==> config.mk <==
export PLATFORM = sky130hd
export DESIGN_NAME = pe
export DESIGN_NICKNAME = d
export VERILOG_FILES = /design/src/pe_pkg.sv /design/src/pe.sv /design/src/complex_alu.sv /design/src/data_mem.sv /design/src/inst_mem.sv
export SDC_FILE = /design/constraint.sdc
export NUM_CORES = 2
export LEC_CHECK = 0
export ABC_AREA = 1
export ABC_CLOCK_PERIOD_IN_PS = 8500
export BUFFER_PORTS_ARGS = -buffer_cell sky130_fd_sc_hd__buf_2
export CORE_MARGIN = 1
export CORE_UTILIZATION = 42
export CTS_CLUSTER_SIZE = 40
export DETAILED_ROUTE_END_ITERATION = 12
export GPL_ROUTABILITY_DRIVEN = 0
export GPL_TIMING_DRIVEN = 0
export PLACE_DENSITY = 0.66
export REMOVE_ABC_BUFFERS = 1
export SLEW_MARGIN = 20
export SYNTH_ARGS = -nofsm -noshare
export SYNTH_HDL_FRONTEND = slang
export SYNTH_SLANG_ARGS = --single-unit
==> constraint.sdc <==
create_clock -name clk -period 8.5 [get_ports clk]
set_input_delay 1.7 -clock clk [delete_from_list [all_inputs] [get_ports clk]]
set_output_delay 1.7 -clock clk [all_outputs]
set_load 0.005 [all_outputs]
==> src/pe_pkg.sv <==
`default_nettype none

package pe_pkg;

    ////////////////////////////////////////////////////////////////////////////
    // data format
    ////////////////////////////////////////////////////////////////////////////

    localparam int data_width = 16;             // one real or imag part
    localparam int word_width = 2 * data_width; // {imag, real}
    localparam int frac_bits  = 14;             // fixed point fraction

    // operand memory, bank A low half, bank B high half
    localparam int bank_words      = 8;
    localparam int bank_addr_width = $clog2(bank_words);
    localparam int addr_width      = bank_addr_width + 1; // top bit picks bank

    // program store
    localparam int imem_depth = 16;
    localparam int pc_width   = $clog2(imem_depth);

    ////////////////////////////////////////////////////////////////////////////
    // instruction word
    ////////////////////////////////////////////////////////////////////////////

    localparam int inst_width = 16;
    localparam int op_width   = 3;

    // field msbs, top down: op | dst | src_a | src_b | last | spare
    localparam int op_msb   = inst_width - 1;        // 15:13
    localparam int dst_msb  = op_msb - op_width;     // 12:10, bank A only
    localparam int srca_msb = dst_msb - bank_addr_width;  // 9:6
    localparam int srcb_msb = srca_msb - addr_width; // 5:2
    localparam int last_bit = srcb_msb - addr_width; // 1, bit 0 is spare

    typedef enum logic [op_width-1:0] {
        op_nop  = 3'd0,  // slot filler, no result
        op_add  = 3'd1,
        op_sub  = 3'd2,
        op_mul  = 3'd3,  // also loads accumulator
        op_mac  = 3'd4,  // acc += a * b
        op_halt = 3'd5   // ends the run, never issued
    } opcode_e;

endpackage

`default_nettype wire
==> src/pe.sv <==
`timescale 1ns/1ps
`default_nettype none

module pe (
    input  wire logic                          clk,
    input  wire logic                          rst_n,
    input  wire logic                          din_pe_v,
    input  wire logic [pe_pkg::word_width-1:0] din_pe,
    input  wire logic                          din_tx_v,
    input  wire logic [pe_pkg::word_width-1:0] din_tx,
    input  wire logic                          inst_in_v,
    input  wire logic [pe_pkg::inst_width-1:0] inst_in,
    input  wire logic                          start,
    output logic                               busy,
    output logic                               dout_pe_v,
    output logic      [pe_pkg::word_width-1:0] dout_pe,
    output logic                               dout_tx_v,
    output logic      [pe_pkg::word_width-1:0] dout_tx
);

    logic                               inst_v;
    logic [pe_pkg::inst_width-1:0]      inst;
    logic [pe_pkg::word_width-1:0]      rd_a, rd_b;
    logic                               res_v;
    logic [pe_pkg::word_width-1:0]      res;
    logic [pe_pkg::bank_addr_width-1:0] res_dst;
    logic                               alpha_v;

    ////////////////////////////////////////////////////////////////////////////
    // start -> issue -> read -> product -> result, 4 cycles to first res
    ////////////////////////////////////////////////////////////////////////////

    inst_mem u_imem (
        .clk       (clk),
        .rst_n     (rst_n),
        .inst_in_v (inst_in_v),
        .inst_in   (inst_in),
        .start     (start),
        .inst_v    (inst_v),
        .inst      (inst),
        .busy      (busy)
    );

    data_mem u_dmem (
        .clk      (clk),
        .rst_n    (rst_n),
        .din_ld_v (din_pe_v),   // local operands -> bank A
        .din_ld   (din_pe),
        .din_tx_v (din_tx_v),   // upstream operands -> bank B
        .din_tx   (din_tx),
        .inst_v   (inst_v),
        .inst     (inst),
        .wb_v     (res_v),      // every result lands in bank A
        .wb_addr  (res_dst),
        .wb_data  (res),
        .rd_a     (rd_a),
        .rd_b     (rd_b)
    );

    complex_alu u_alu (
        .clk     (clk),
        .rst_n   (rst_n),
        .inst_v  (inst_v),
        .inst    (inst),
        .rd_a    (rd_a),
        .rd_b    (rd_b),
        .res_v   (res_v),
        .res     (res),
        .res_dst (res_dst),
        .alpha_v (alpha_v)
    );

    // every result goes downstream, only last ones count as alpha
    assign dout_tx_v = res_v;
    assign dout_tx   = res;
    assign dout_pe_v = alpha_v;
    assign dout_pe   = res;

endmodule

`default_nettype wire

==> src/complex_alu.sv <==
`timescale 1ns/1ps
`default_nettype none

module complex_alu (
    input  wire logic                               clk,
    input  wire logic                               rst_n,
    input  wire logic                               inst_v,
    input  wire logic [pe_pkg::inst_width-1:0]      inst,
    input  wire logic [pe_pkg::word_width-1:0]      rd_a,
    input  wire logic [pe_pkg::word_width-1:0]      rd_b,
    output logic                                    res_v,
    output logic      [pe_pkg::word_width-1:0]      res,
    output logic      [pe_pkg::bank_addr_width-1:0] res_dst,
    output logic                                    alpha_v
);

    localparam int dw = pe_pkg::data_width;
    localparam int fb = pe_pkg::frac_bits;

    // operand stage, instruction held one cycle to meet the read data
    logic                          inst_v_d;
    logic [pe_pkg::inst_width-1:0] inst_d;
    pe_pkg::opcode_e               op_d;
    logic signed [dw-1:0]          a_re, a_im, b_re, b_im;
    logic signed [2*dw-1:0]        m_rr, m_ii, m_ri, m_ir;   // full products

    // product stage
    logic                               v_p;
    pe_pkg::opcode_e                    op_p;
    logic [pe_pkg::bank_addr_width-1:0] dst_p;
    logic                               last_p;
    logic [dw-1:0]                      pp_rr, pp_ii, pp_ri, pp_ir;  // scaled
    logic [dw-1:0]                      as_re, as_im;                // add/sub

    // result stage
    logic [dw-1:0] acc_re, acc_im;
    logic [dw-1:0] prod_re, prod_im;
    logic [dw-1:0] mac_re, mac_im;
    logic          is_arith;

    assign op_d = pe_pkg::opcode_e'(inst_d[pe_pkg::op_msb -: pe_pkg::op_width]);
    assign a_re = rd_a[dw-1:0];
    assign a_im = rd_a[2*dw-1:dw];
    assign b_re = rd_b[dw-1:0];
    assign b_im = rd_b[2*dw-1:dw];
    assign m_rr = a_re * b_re;
    assign m_ii = a_im * b_im;
    assign m_ri = a_re * b_im;
    assign m_ir = a_im * b_re;

    // part products already cut, combine wraps at 16 bits
    assign prod_re  = pp_rr - pp_ii;
    assign prod_im  = pp_ri + pp_ir;
    assign mac_re   = acc_re + prod_re;
    assign mac_im   = acc_im + prod_im;
    assign is_arith = op_p inside {pe_pkg::op_add, pe_pkg::op_sub,
                                   pe_pkg::op_mul, pe_pkg::op_mac};

    ////////////////////////////////////////////////////////////////////////////
    // control and accumulator
    ////////////////////////////////////////////////////////////////////////////

    always_ff @(posedge clk) begin
        if (!rst_n) begin
            inst_v_d <= 1'b0;
            v_p      <= 1'b0;
            res_v    <= 1'b0;
            alpha_v  <= 1'b0;
            acc_re   <= '0;
            acc_im   <= '0;
        end else begin
            inst_v_d <= inst_v;
            v_p      <= inst_v_d;
            res_v    <= v_p & is_arith;          // nop gives nothing
            alpha_v  <= v_p & is_arith & last_p;
            if (v_p && op_p == pe_pkg::op_mul) begin
                acc_re <= prod_re;               // fresh sum
                acc_im <= prod_im;
            end else if (v_p && op_p == pe_pkg::op_mac) begin
                acc_re <= mac_re;                // overflow wraps
                acc_im <= mac_im;
            end
        end
    end

    ////////////////////////////////////////////////////////////////////////////
    // datapath
    ////////////////////////////////////////////////////////////////////////////

    always_ff @(posedge clk) begin
        inst_d <= inst;
        op_p   <= op_d;
        dst_p  <= inst_d[pe_pkg::dst_msb -: pe_pkg::bank_addr_width];
        last_p <= inst_d[pe_pkg::last_bit];
        pp_rr  <= m_rr[fb+dw-1:fb];  // bits 29:14
        pp_ii  <= m_ii[fb+dw-1:fb];
        pp_ri  <= m_ri[fb+dw-1:fb];
        pp_ir  <= m_ir[fb+dw-1:fb];
        if (op_d == pe_pkg::op_sub) begin
            as_re <= a_re - b_re;
            as_im <= a_im - b_im;
        end else begin
            as_re <= a_re + b_re;
            as_im <= a_im + b_im;
        end
        res_dst <= dst_p;
        case (op_p)
            pe_pkg::op_mul: res <= {prod_im, prod_re};
            pe_pkg::op_mac: res <= {mac_im, mac_re};   // new acc value
            default:        res <= {as_im, as_re};
        endcase
    end

    // issue never hands over a halt or an undefined opcode
    a_known_opcode: assert property (@(posedge clk) disable iff (!rst_n)
        inst_v |-> inst[pe_pkg::op_msb -: pe_pkg::op_width] inside {pe_pkg::op_nop,
            pe_pkg::op_add, pe_pkg::op_sub, pe_pkg::op_mul, pe_pkg::op_mac})
        else $error("complex_alu: issued opcode is not an ALU operation");

endmodule

`default_nettype wire

==> src/data_mem.sv <==
`timescale 1ns/1ps
`default_nettype none

module data_mem (
    input  wire logic                                clk,
    input  wire logic                                rst_n,
    input  wire logic                                din_ld_v,
    input  wire logic [pe_pkg::word_width-1:0]       din_ld,
    input  wire logic                                din_tx_v,
    input  wire logic [pe_pkg::word_width-1:0]       din_tx,
    input  wire logic                                inst_v,
    input  wire logic [pe_pkg::inst_width-1:0]       inst,
    input  wire logic                                wb_v,
    input  wire logic [pe_pkg::bank_addr_width-1:0]  wb_addr,
    input  wire logic [pe_pkg::word_width-1:0]       wb_data,
    output logic      [pe_pkg::word_width-1:0]       rd_a,
    output logic      [pe_pkg::word_width-1:0]       rd_b
);

    localparam int mem_words = 2 ** pe_pkg::addr_width;

    logic [pe_pkg::word_width-1:0]      mem [mem_words];
    logic [pe_pkg::bank_addr_width-1:0] ld_a_cnt;  // local operand pointer
    logic [pe_pkg::bank_addr_width-1:0] ld_b_cnt;  // forwarded operand pointer
    logic [pe_pkg::addr_width-1:0]      src_a;
    logic [pe_pkg::addr_width-1:0]      src_b;

    assign src_a = inst[pe_pkg::srca_msb -: pe_pkg::addr_width];
    assign src_b = inst[pe_pkg::srcb_msb -: pe_pkg::addr_width];

    ////////////////////////////////////////////////////////////////////////////
    // load pointers, restart at 0 after each streak
    ////////////////////////////////////////////////////////////////////////////

    always_ff @(posedge clk) begin
        if (!rst_n) begin
            ld_a_cnt <= '0;
            ld_b_cnt <= '0;
        end else begin
            if (din_ld_v) begin
                ld_a_cnt <= ld_a_cnt + 1'b1;  // wraps after bank_words
            end else begin
                ld_a_cnt <= '0;
            end
            if (din_tx_v) begin
                ld_b_cnt <= ld_b_cnt + 1'b1;
            end else begin
                ld_b_cnt <= '0;
            end
        end
    end

    ////////////////////////////////////////////////////////////////////////////
    // storage, two write ports and two read ports
    ////////////////////////////////////////////////////////////////////////////

    always_ff @(posedge clk) begin
        // bank A port, write-back takes it over a host load
        if (wb_v) begin
            mem[{1'b0, wb_addr}] <= wb_data;
        end else if (din_ld_v) begin
            mem[{1'b0, ld_a_cnt}] <= din_ld;
        end
        // bank B port, fed by the upstream PE
        if (din_tx_v) begin
            mem[{1'b1, ld_b_cnt}] <= din_tx;
        end
        // reads see the value before this edge's writes
        if (inst_v) begin
            rd_a <= mem[src_a];
            rd_b <= mem[src_b];
        end
    end

    // host loads bank A only while no program writes back
    a_no_ld_wb_clash: assert property (@(posedge clk) disable iff (!rst_n)
        !(din_ld_v && wb_v))
        else $error("data_mem: local load collides with write-back");

endmodule

`default_nettype wire

==> src/inst_mem.sv <==
`timescale 1ns/1ps
`default_nettype none

module inst_mem (
    input  wire logic                          clk,
    input  wire logic                          rst_n,
    input  wire logic                          inst_in_v,
    input  wire logic [pe_pkg::inst_width-1:0] inst_in,
    input  wire logic                          start,
    output logic                               inst_v,
    output logic      [pe_pkg::inst_width-1:0] inst,
    output logic                               busy
);

    logic [pe_pkg::inst_width-1:0] prog [pe_pkg::imem_depth];
    logic [pe_pkg::pc_width-1:0]   ld_cnt;     // host load pointer
    logic [pe_pkg::pc_width-1:0]   pc;         // next fetch address
    logic [pe_pkg::pc_width-1:0]   fetch_addr;
    logic [pe_pkg::inst_width-1:0] fetch_word;
    logic                          run;
    logic                          is_halt;

    ////////////////////////////////////////////////////////////////////////////
    // program load, one word per strobe
    ////////////////////////////////////////////////////////////////////////////

    always_ff @(posedge clk) begin
        if (inst_in_v) begin
            prog[ld_cnt] <= inst_in;
        end
    end

    always_ff @(posedge clk) begin
        if (!rst_n) begin
            ld_cnt <= '0;
        end else if (inst_in_v) begin
            ld_cnt <= ld_cnt + 1'b1;  // wraps past depth
        end else begin
            ld_cnt <= '0;             // streak over
        end
    end

    ////////////////////////////////////////////////////////////////////////////
    // issue
    ////////////////////////////////////////////////////////////////////////////

    // start while idle fetches word 0 straight away, start while busy is moot
    assign run        = busy | start;
    assign fetch_addr = busy ? pc : '0;
    assign fetch_word = prog[fetch_addr];
    assign is_halt    = pe_pkg::opcode_e'(fetch_word[pe_pkg::op_msb -: pe_pkg::op_width])
                        == pe_pkg::op_halt;

    always_ff @(posedge clk) begin
        if (!rst_n) begin
            busy   <= 1'b0;
            inst_v <= 1'b0;
            pc     <= '0;
        end else begin
            inst_v <= run & ~is_halt;            // halt itself is not issued
            if (run && !is_halt) begin
                busy <= 1'b1;
                pc   <= fetch_addr + 1'b1;
            end else if (run) begin
                busy <= 1'b0;                    // halt seen, stop
                pc   <= '0;
            end
        end
    end

    always_ff @(posedge clk) begin
        inst <= fetch_word;  // payload only
    end

    // host must not rewrite the program under a running pc
    a_no_load_while_busy: assert property (@(posedge clk) disable iff (!rst_n)
        busy |-> !inst_in_v)
        else $error("inst_mem: program load while busy");

endmodule

`default_nettype wire

# Word level (Yosys, flattened, before mapping)
# Memories as Yosys holds them, arrays and structs flattened. A register that Yosys moved wholly into a read port is not among the register bits.
# Index checks and enable logic that the tools add are counted.
[word_totals] reg_bits=222 latch_bits=0 mem_bits_rw=768 romBits=0 inputBits=86 output_inout_bits=67 n_memories=2
[op_classes] addsub=12 multipliers=4 div_mod_pow=0 magnitude_cmp=0 eq_ne=6 shifts=0 mux=24 n_bitwise=5 n_reduce_logical=11
[mem_list] memory="u_dmem.mem" depth=16 width=32 rd=2 rd_ports_with_merged_regs=2 write_ports=2 line="data_mem.sv:22" rtl="logic [pe_pkg::word_width-1:0] mem [mem_words];"
[mem_list] memory="u_imem.prog" depth=16 width=16 rd=1 rd_ports_with_merged_regs=0 write_ports=1 line="inst_mem.sv:15" rtl="logic [pe_pkg::inst_width-1:0] prog [pe_pkg::imem_depth];"
[ops] cell="multiplier 16 x 16 -> 30 bit" n=4
[ops] cell="2-to-1 mux 16 bit" n=6
[ops] cell="adder 16 bit" n=5
[ops] cell="case mux 32 bit (2 select lines)" n=1
[ops] cell="subtractor 16 bit" n=3
[ops] cell="2-to-1 mux 32 bit" n=1
[ops] cell="OR reduction 32 bit" n=1
[ops] cell="2-to-1 mux 4 bit" n=4
[ops] cell="2-to-1 mux 1 bit" n=12
[ops] cell="== test 3 x 2 -> 1 bit (second input constant)" n=3
[ops] cell="adder 4 x 1 -> 4 bit (second input constant)" n=2
[ops] cell="adder 3 x 1 -> 3 bit (second input constant)" n=2
[ops] cell="== test 3 bit (second input constant)" n=2
[ops] cell="AND reduction 2 bit" n=3
[ops] cell="nonzero test 2 bit" n=2
[ops] cell="nonzero test 4 bit" n=1
[ops] cell="AND 1 bit" n=3
[ops] cell="== test 3 x 1 -> 1 bit (second input constant)" n=1
[ops] cell="logical AND 1 bit" n=3
[ops] cell="zero test 1 bit" n=1
[ops] cell="NOT 1 bit" n=1
[ops] cell="OR 1 bit" n=1

# Depth between registers and ports, before layout
# An unclocked memory read counts as a cell.
[depth] depth_word=6 ltp_mapped=27 ltp_nobuf=25

# Hierarchy
# Synthesis repeated with hierarchy kept, for this count alone.
[unflattened] hier_cells=10751 hier_area_um2=90724.5
[by_module_without_submodules] module="complex_alu" n_inst=1 cells_per_inst=6467 area_per_inst_um2=49454.9
[by_module_without_submodules] module="data_mem" n_inst=1 cells_per_inst=3396 area_per_inst_um2=30010.0
[by_module_without_submodules] module="inst_mem" n_inst=1 cells_per_inst=856 area_per_inst_um2=11019.3
[by_module_without_submodules] module="pe" n_inst=1 cells_per_inst=32 area_per_inst_um2=240.2

# Least setup slack after synthesis
# OpenSTA, ideal clock, no wires.
[synth_path] kind="reg-to-reg" start="register u_dmem.rd_a[31] (netlist bit), read port of u_dmem.mem" end="register u_alu.pp_ir[15]" setup_time_ns=0.112 arrival_time_ns=5.781 required_ns=8.388 setup_slack_ns=2.607 path_stages_with_launch=25 n_path_buf=2 synth_period_minus_slack_ns=5.893 path_cell_list="edfxtp_1 clkbuf_1 buf_1 nand2_1 inv_1 fa_1 inv_1 fa_1 inv_1 fa_1 inv_1 fa_1 inv_1 fa_1 fa_1 ha_1 nand2_1 nor3_1 nand2_1 nor2_1 a211oi_1 o21ai_0 inv_1 nand2_1 nand2_1"
[synth_via] elab_chain_cells=1
[synth_lines] item="from (decl)" line="data_mem.sv:16" rtl="output logic [pe_pkg::word_width-1:0] rd_a,"
[synth_lines] item="multiplier 16 x 16 -> 30 bit" line="complex_alu.sv:49" rtl="assign m_ir = a_im * b_re;"
[synth_lines] item="net u_alu.m_ir[29]" line="complex_alu.sv:25" rtl="logic signed [2*dw-1:0] m_rr, m_ii, m_ri, m_ir;"
[synth_lines] item="to (signal assigned)" line="complex_alu.sv:98" rtl="pp_ir <= m_ir[fb+dw-1:fb];"
[synth_lines] item="to (decl)" line="complex_alu.sv:32" rtl="logic [dw-1:0] pp_rr, pp_ii, pp_ri, pp_ir;"
# The timed path passes the listed nets, and every way through them passes these cells.
# A chain may end at the register's enable or synchronous reset.

# Final worst setup path
[layout_path] start="register u_dmem.rd_b[1] (netlist bit), read port of u_dmem.mem" end="register u_alu.pp_ir[15]"
[layout_via] elab_chain_cells=1
[layout_lines] item="from (decl)" line="data_mem.sv:17" rtl="output logic [pe_pkg::word_width-1:0] rd_b"
[layout_lines] item="multiplier 16 x 16 -> 30 bit" line="complex_alu.sv:49"
[layout_lines] item="net u_alu.m_ir[29]" line="complex_alu.sv:25"
# The timed path passes the listed nets, and every way through them passes these cells.

==> key figures <==
STA
  – Least-Margin Pin Slew: 1.123 ns
  – Final Slew Violations: 0
  – Fin crit period: 6.998 ns
  – FMAX: 142.9 MHz
  – Unrepaired setup endpoints after global routing: false
  – Final Hold Vio Count: 0
  – Max Clock Skew: 0.02960 ns
  – Period utilisation layout: 82.33%
  – WHS: 0.3247 ns
  – Final setup vio count: 0
  – Max-slew headroom: 24.70%

Critical path
  – Crit path required time: 9.13 ns
  – Reg2Reg Depth: 21
  – Critical path launch point type: register
  – CP Data Arrival Time: 7.62 ns
  – Setup slack, reg-to-reg: 1.50 ns
  – Critical Path Sink Type: register
  – RR Endpoint: u_alu.pp_ir[15]
  – CP endpoint: u_alu.pp_ir[15]
  – RR Startpoint: u_dmem.rd_b[1]
  – Crit path from: u_dmem.rd_b[1]
  – Max FO, Critical Path: 15
  – Critical path class: reg -> reg

Global route
  – GR Overflow Total: 0
  – Initial antenna violation count: 21
  – Largest net degree at the start of global routing: 87
  – First-pass GRT wire length: 394,300 um
  – Number of global-route vias before repair: 70,094
  – GRT Overall Usage: 24.24%

Clock network
  – Clock Path Buffers: 3
  – Cts-stage hold buffer count: 0
  – CTS tree: yes
  – Root Buffer: clkbuf_16
  – Later-pin clock latency in the skew report: 0.75 ns
  – Post-CTS Setup Bufs: 0
  – Htree depth: 3
  – Clock Sinks: 1,028
  – Worst-path clk slew: 0.06 ns
  – CTS resizes: 0
  – CTS buffer count: 105

Routing
  – Vias: 68,455
  – Drt total wl: 254,700 um
  – Post-route DRC: 0
  – ANT nets after route: 0
  – Post-detailed-route wirelength per cell: 20.17 um
  – Starting DRC count in detailed routing: 6,983
  – Routed vias/inst: 5.420
  – First-pass detailed-route iteration total: 8

Outcome
  – Status: finished clean

Yosys
  – Area share of fa/ha/maj cells after synthesis: 28.64%
  – Syn. warnings: 0
  – Synth Area in Compound Gates: 11.27%
  – Flip-flop and latch count after synthesis: 1,028
  – Xor/xnor share of the synthesized area: 1.966%
  – Cell area after synthesis: 0.08730 mm2
  – Syn avg cell area: 8.818 um2
  – Simple-Gate Fraction of Synth Area: 12.55%
  – Distinct cells, synth: 59
  – Fraction of registers with async set/reset: 0%
  – Post-synthesis sequential area ratio: 32.93%
  – Largest family of logic cells by synthesized area: adder cells
  – Mux contribution to synthesized area: 0.4127%
  – Most used DFF post-synth: edfxtp_1
  – Post-synth EDFFs: 816
  – Syn Inst Count: 9,901

Final layout
  – Final instance area: 0.09685 mm2
  – Final #Nets: 11,330
  – Filler instances: 18,876
  – Layout area overhead: 10.94%
  – Highest-count cells in the layout ignoring fill and taps: inv_1, nand2_1, fa_1
  – Share of cells above drive strength 1: 6.563%
  – Commonest non-fill, non-tap cell in the layout: inv_1

Placement
  – DP Area: 0.09336 mm2
  – Dpl hpwl: 189,900 um
  – Port Buffer Count: 151

Die
  – Initial Utilization: 42.46%
  – IO Pins: 153
  – Die X: 457.9 um
  – Die H: 457.9 um
  – DIE AREA: 0.2097 mm2
  – Rows: 166
  – Total core area: 0.2056 mm2

Min path
  – HP Class: reg -> reg

Job
  – Max_cap viols: 0
-- kinds of logic after synthesis --
group | Yosys count
multiplexers | 32
AO/OA/AOI/OAI | 1724
adder cells (fa/ha/maj) | 1402
XOR/XNOR | 196
flip-flops | 1028
buffers and inverters | 2786
AND/OR/NAND/NOR | 2733
-- worst max-delay path, stage by stage (launching register included) --
cell and delay (ns):
edfxtp_1 0.65, buf_8 0.28, nand2_1 0.13, inv_1 0.11, fa_1 0.73, inv_1 0.15, fa_1 0.72, inv_1 0.23
fa_1 0.54, inv_1 0.05, fa_1 0.57, inv_1 0.06, fa_1 0.50, fa_1 0.46, ha_1 0.43, nand2_1 0.14
nor3_1 0.30, nand3_1 0.11, o21ai_0 0.47, inv_1 0.08, nand2_1 0.08, nand2_1 0.06
-- stage by stage --
stage	setup slack, ns	std cells	utilization (%)	TNS, ns
after global placement	-4.713	12207	43.38	-272.85
after CTS	1.543	12622	47.09	0
after detailed placement	1.576	12423	45.40	0
after floorplan	-0.5345	9368	-	-21.99
final	1.502	12630	47.10	0
after global routing	1.172	12624	47.09	0
-- sequential cells by signal, summed over array words and instances (netlist names), 4 cells and up --
name and count:
u_alu.pp_rr 16, u_alu.res 32, u_alu.pp_ri 16, u_alu.as_im 16, u_dmem.rd_a 32, u_alu.pp_ii 16
u_imem.pc 4, u_alu.acc_im 16, u_imem.inst 15, u_alu.acc_re 16, u_imem.ld_cnt 4, u_alu.as_re 16
u_dmem.mem 512, u_dmem.rd_b 32, u_imem.prog 240, u_alu.inst_d 7, u_alu.pp_ir 16
-- cells in the mapped netlist (39+ instances only) --
cell      instances  area, um2
a21oi_1         615       3078
buf_1            58      217.7
buf_2            55      275.3
buf_4            39      292.8
clkbuf_1        380       1426
dfxtp_1         212       4244
edfxtp_1        816      24500
fa_1            994      19900
ha_1            408       5105
inv_1          2239       8404
nand2_1        1884       7072
nand3_1         350       1752
nor2_1          392       1471
nor3_1           41      205.2
o211ai_1        173       1299
o21ai_0         650       3253
o221ai_1        103      902.1
xnor2_1          71      621.9
xor2_1          125       1095
-- metal layers --
layer | vias up | track usage, % | wire [um]
met4 | 26 | 12.12 | 13530
li1 | 31031 | - | -
met1 | 33549 | 30.92 | 98790
met5 | - | 0 | 159
met3 | 691 | 4.144 | 22790
met2 | 3158 | 39.73 | 119500
-- worst min path at each step --
stage	startpoint	end	slack, ns	cells past startpoint
after floorplan	u_alu.inst_d[10]	u_alu.dst_p[0]	0.31	0
after global placement	u_alu.inst_d[11]	u_alu.dst_p[1]	0.31	0
after detailed placement	u_imem.inst[13]	u_alu.inst_d[13]	0.31	0
after CTS	u_imem.inst[13]	u_alu.inst_d[13]	0.33	0
after global routing	u_imem.inst[10]	u_alu.inst_d[10]	0.34	0
final	u_alu.dst_p[1]	u_alu.res_dst[1]	0.32	0
-- layout make-up --
| class | count | area (um2) | share of cell area (%) |
|---|---|---|---|
| flip-flops and latches | 1028 | 28780 | 29.72 |
| well taps | 2688 | 3363 | 3.473 |
| repair buffers | 367 | 4624 | 4.775 |
| clock buffers | 143 | 2882 | 2.975 |
| clock inverters | 56 | 586.8 | 0.6059 |
| inverters | 2253 | 8478 | 8.754 |
| diodes | 8 | 20.02 | 0.02067 |
| multi-input cells | 6087 | 48110 | 49.68 |
Power is left out: the tool's default activity adds up to more than one toggle a clock period on the data nets, which glitch-free logic cannot reach.
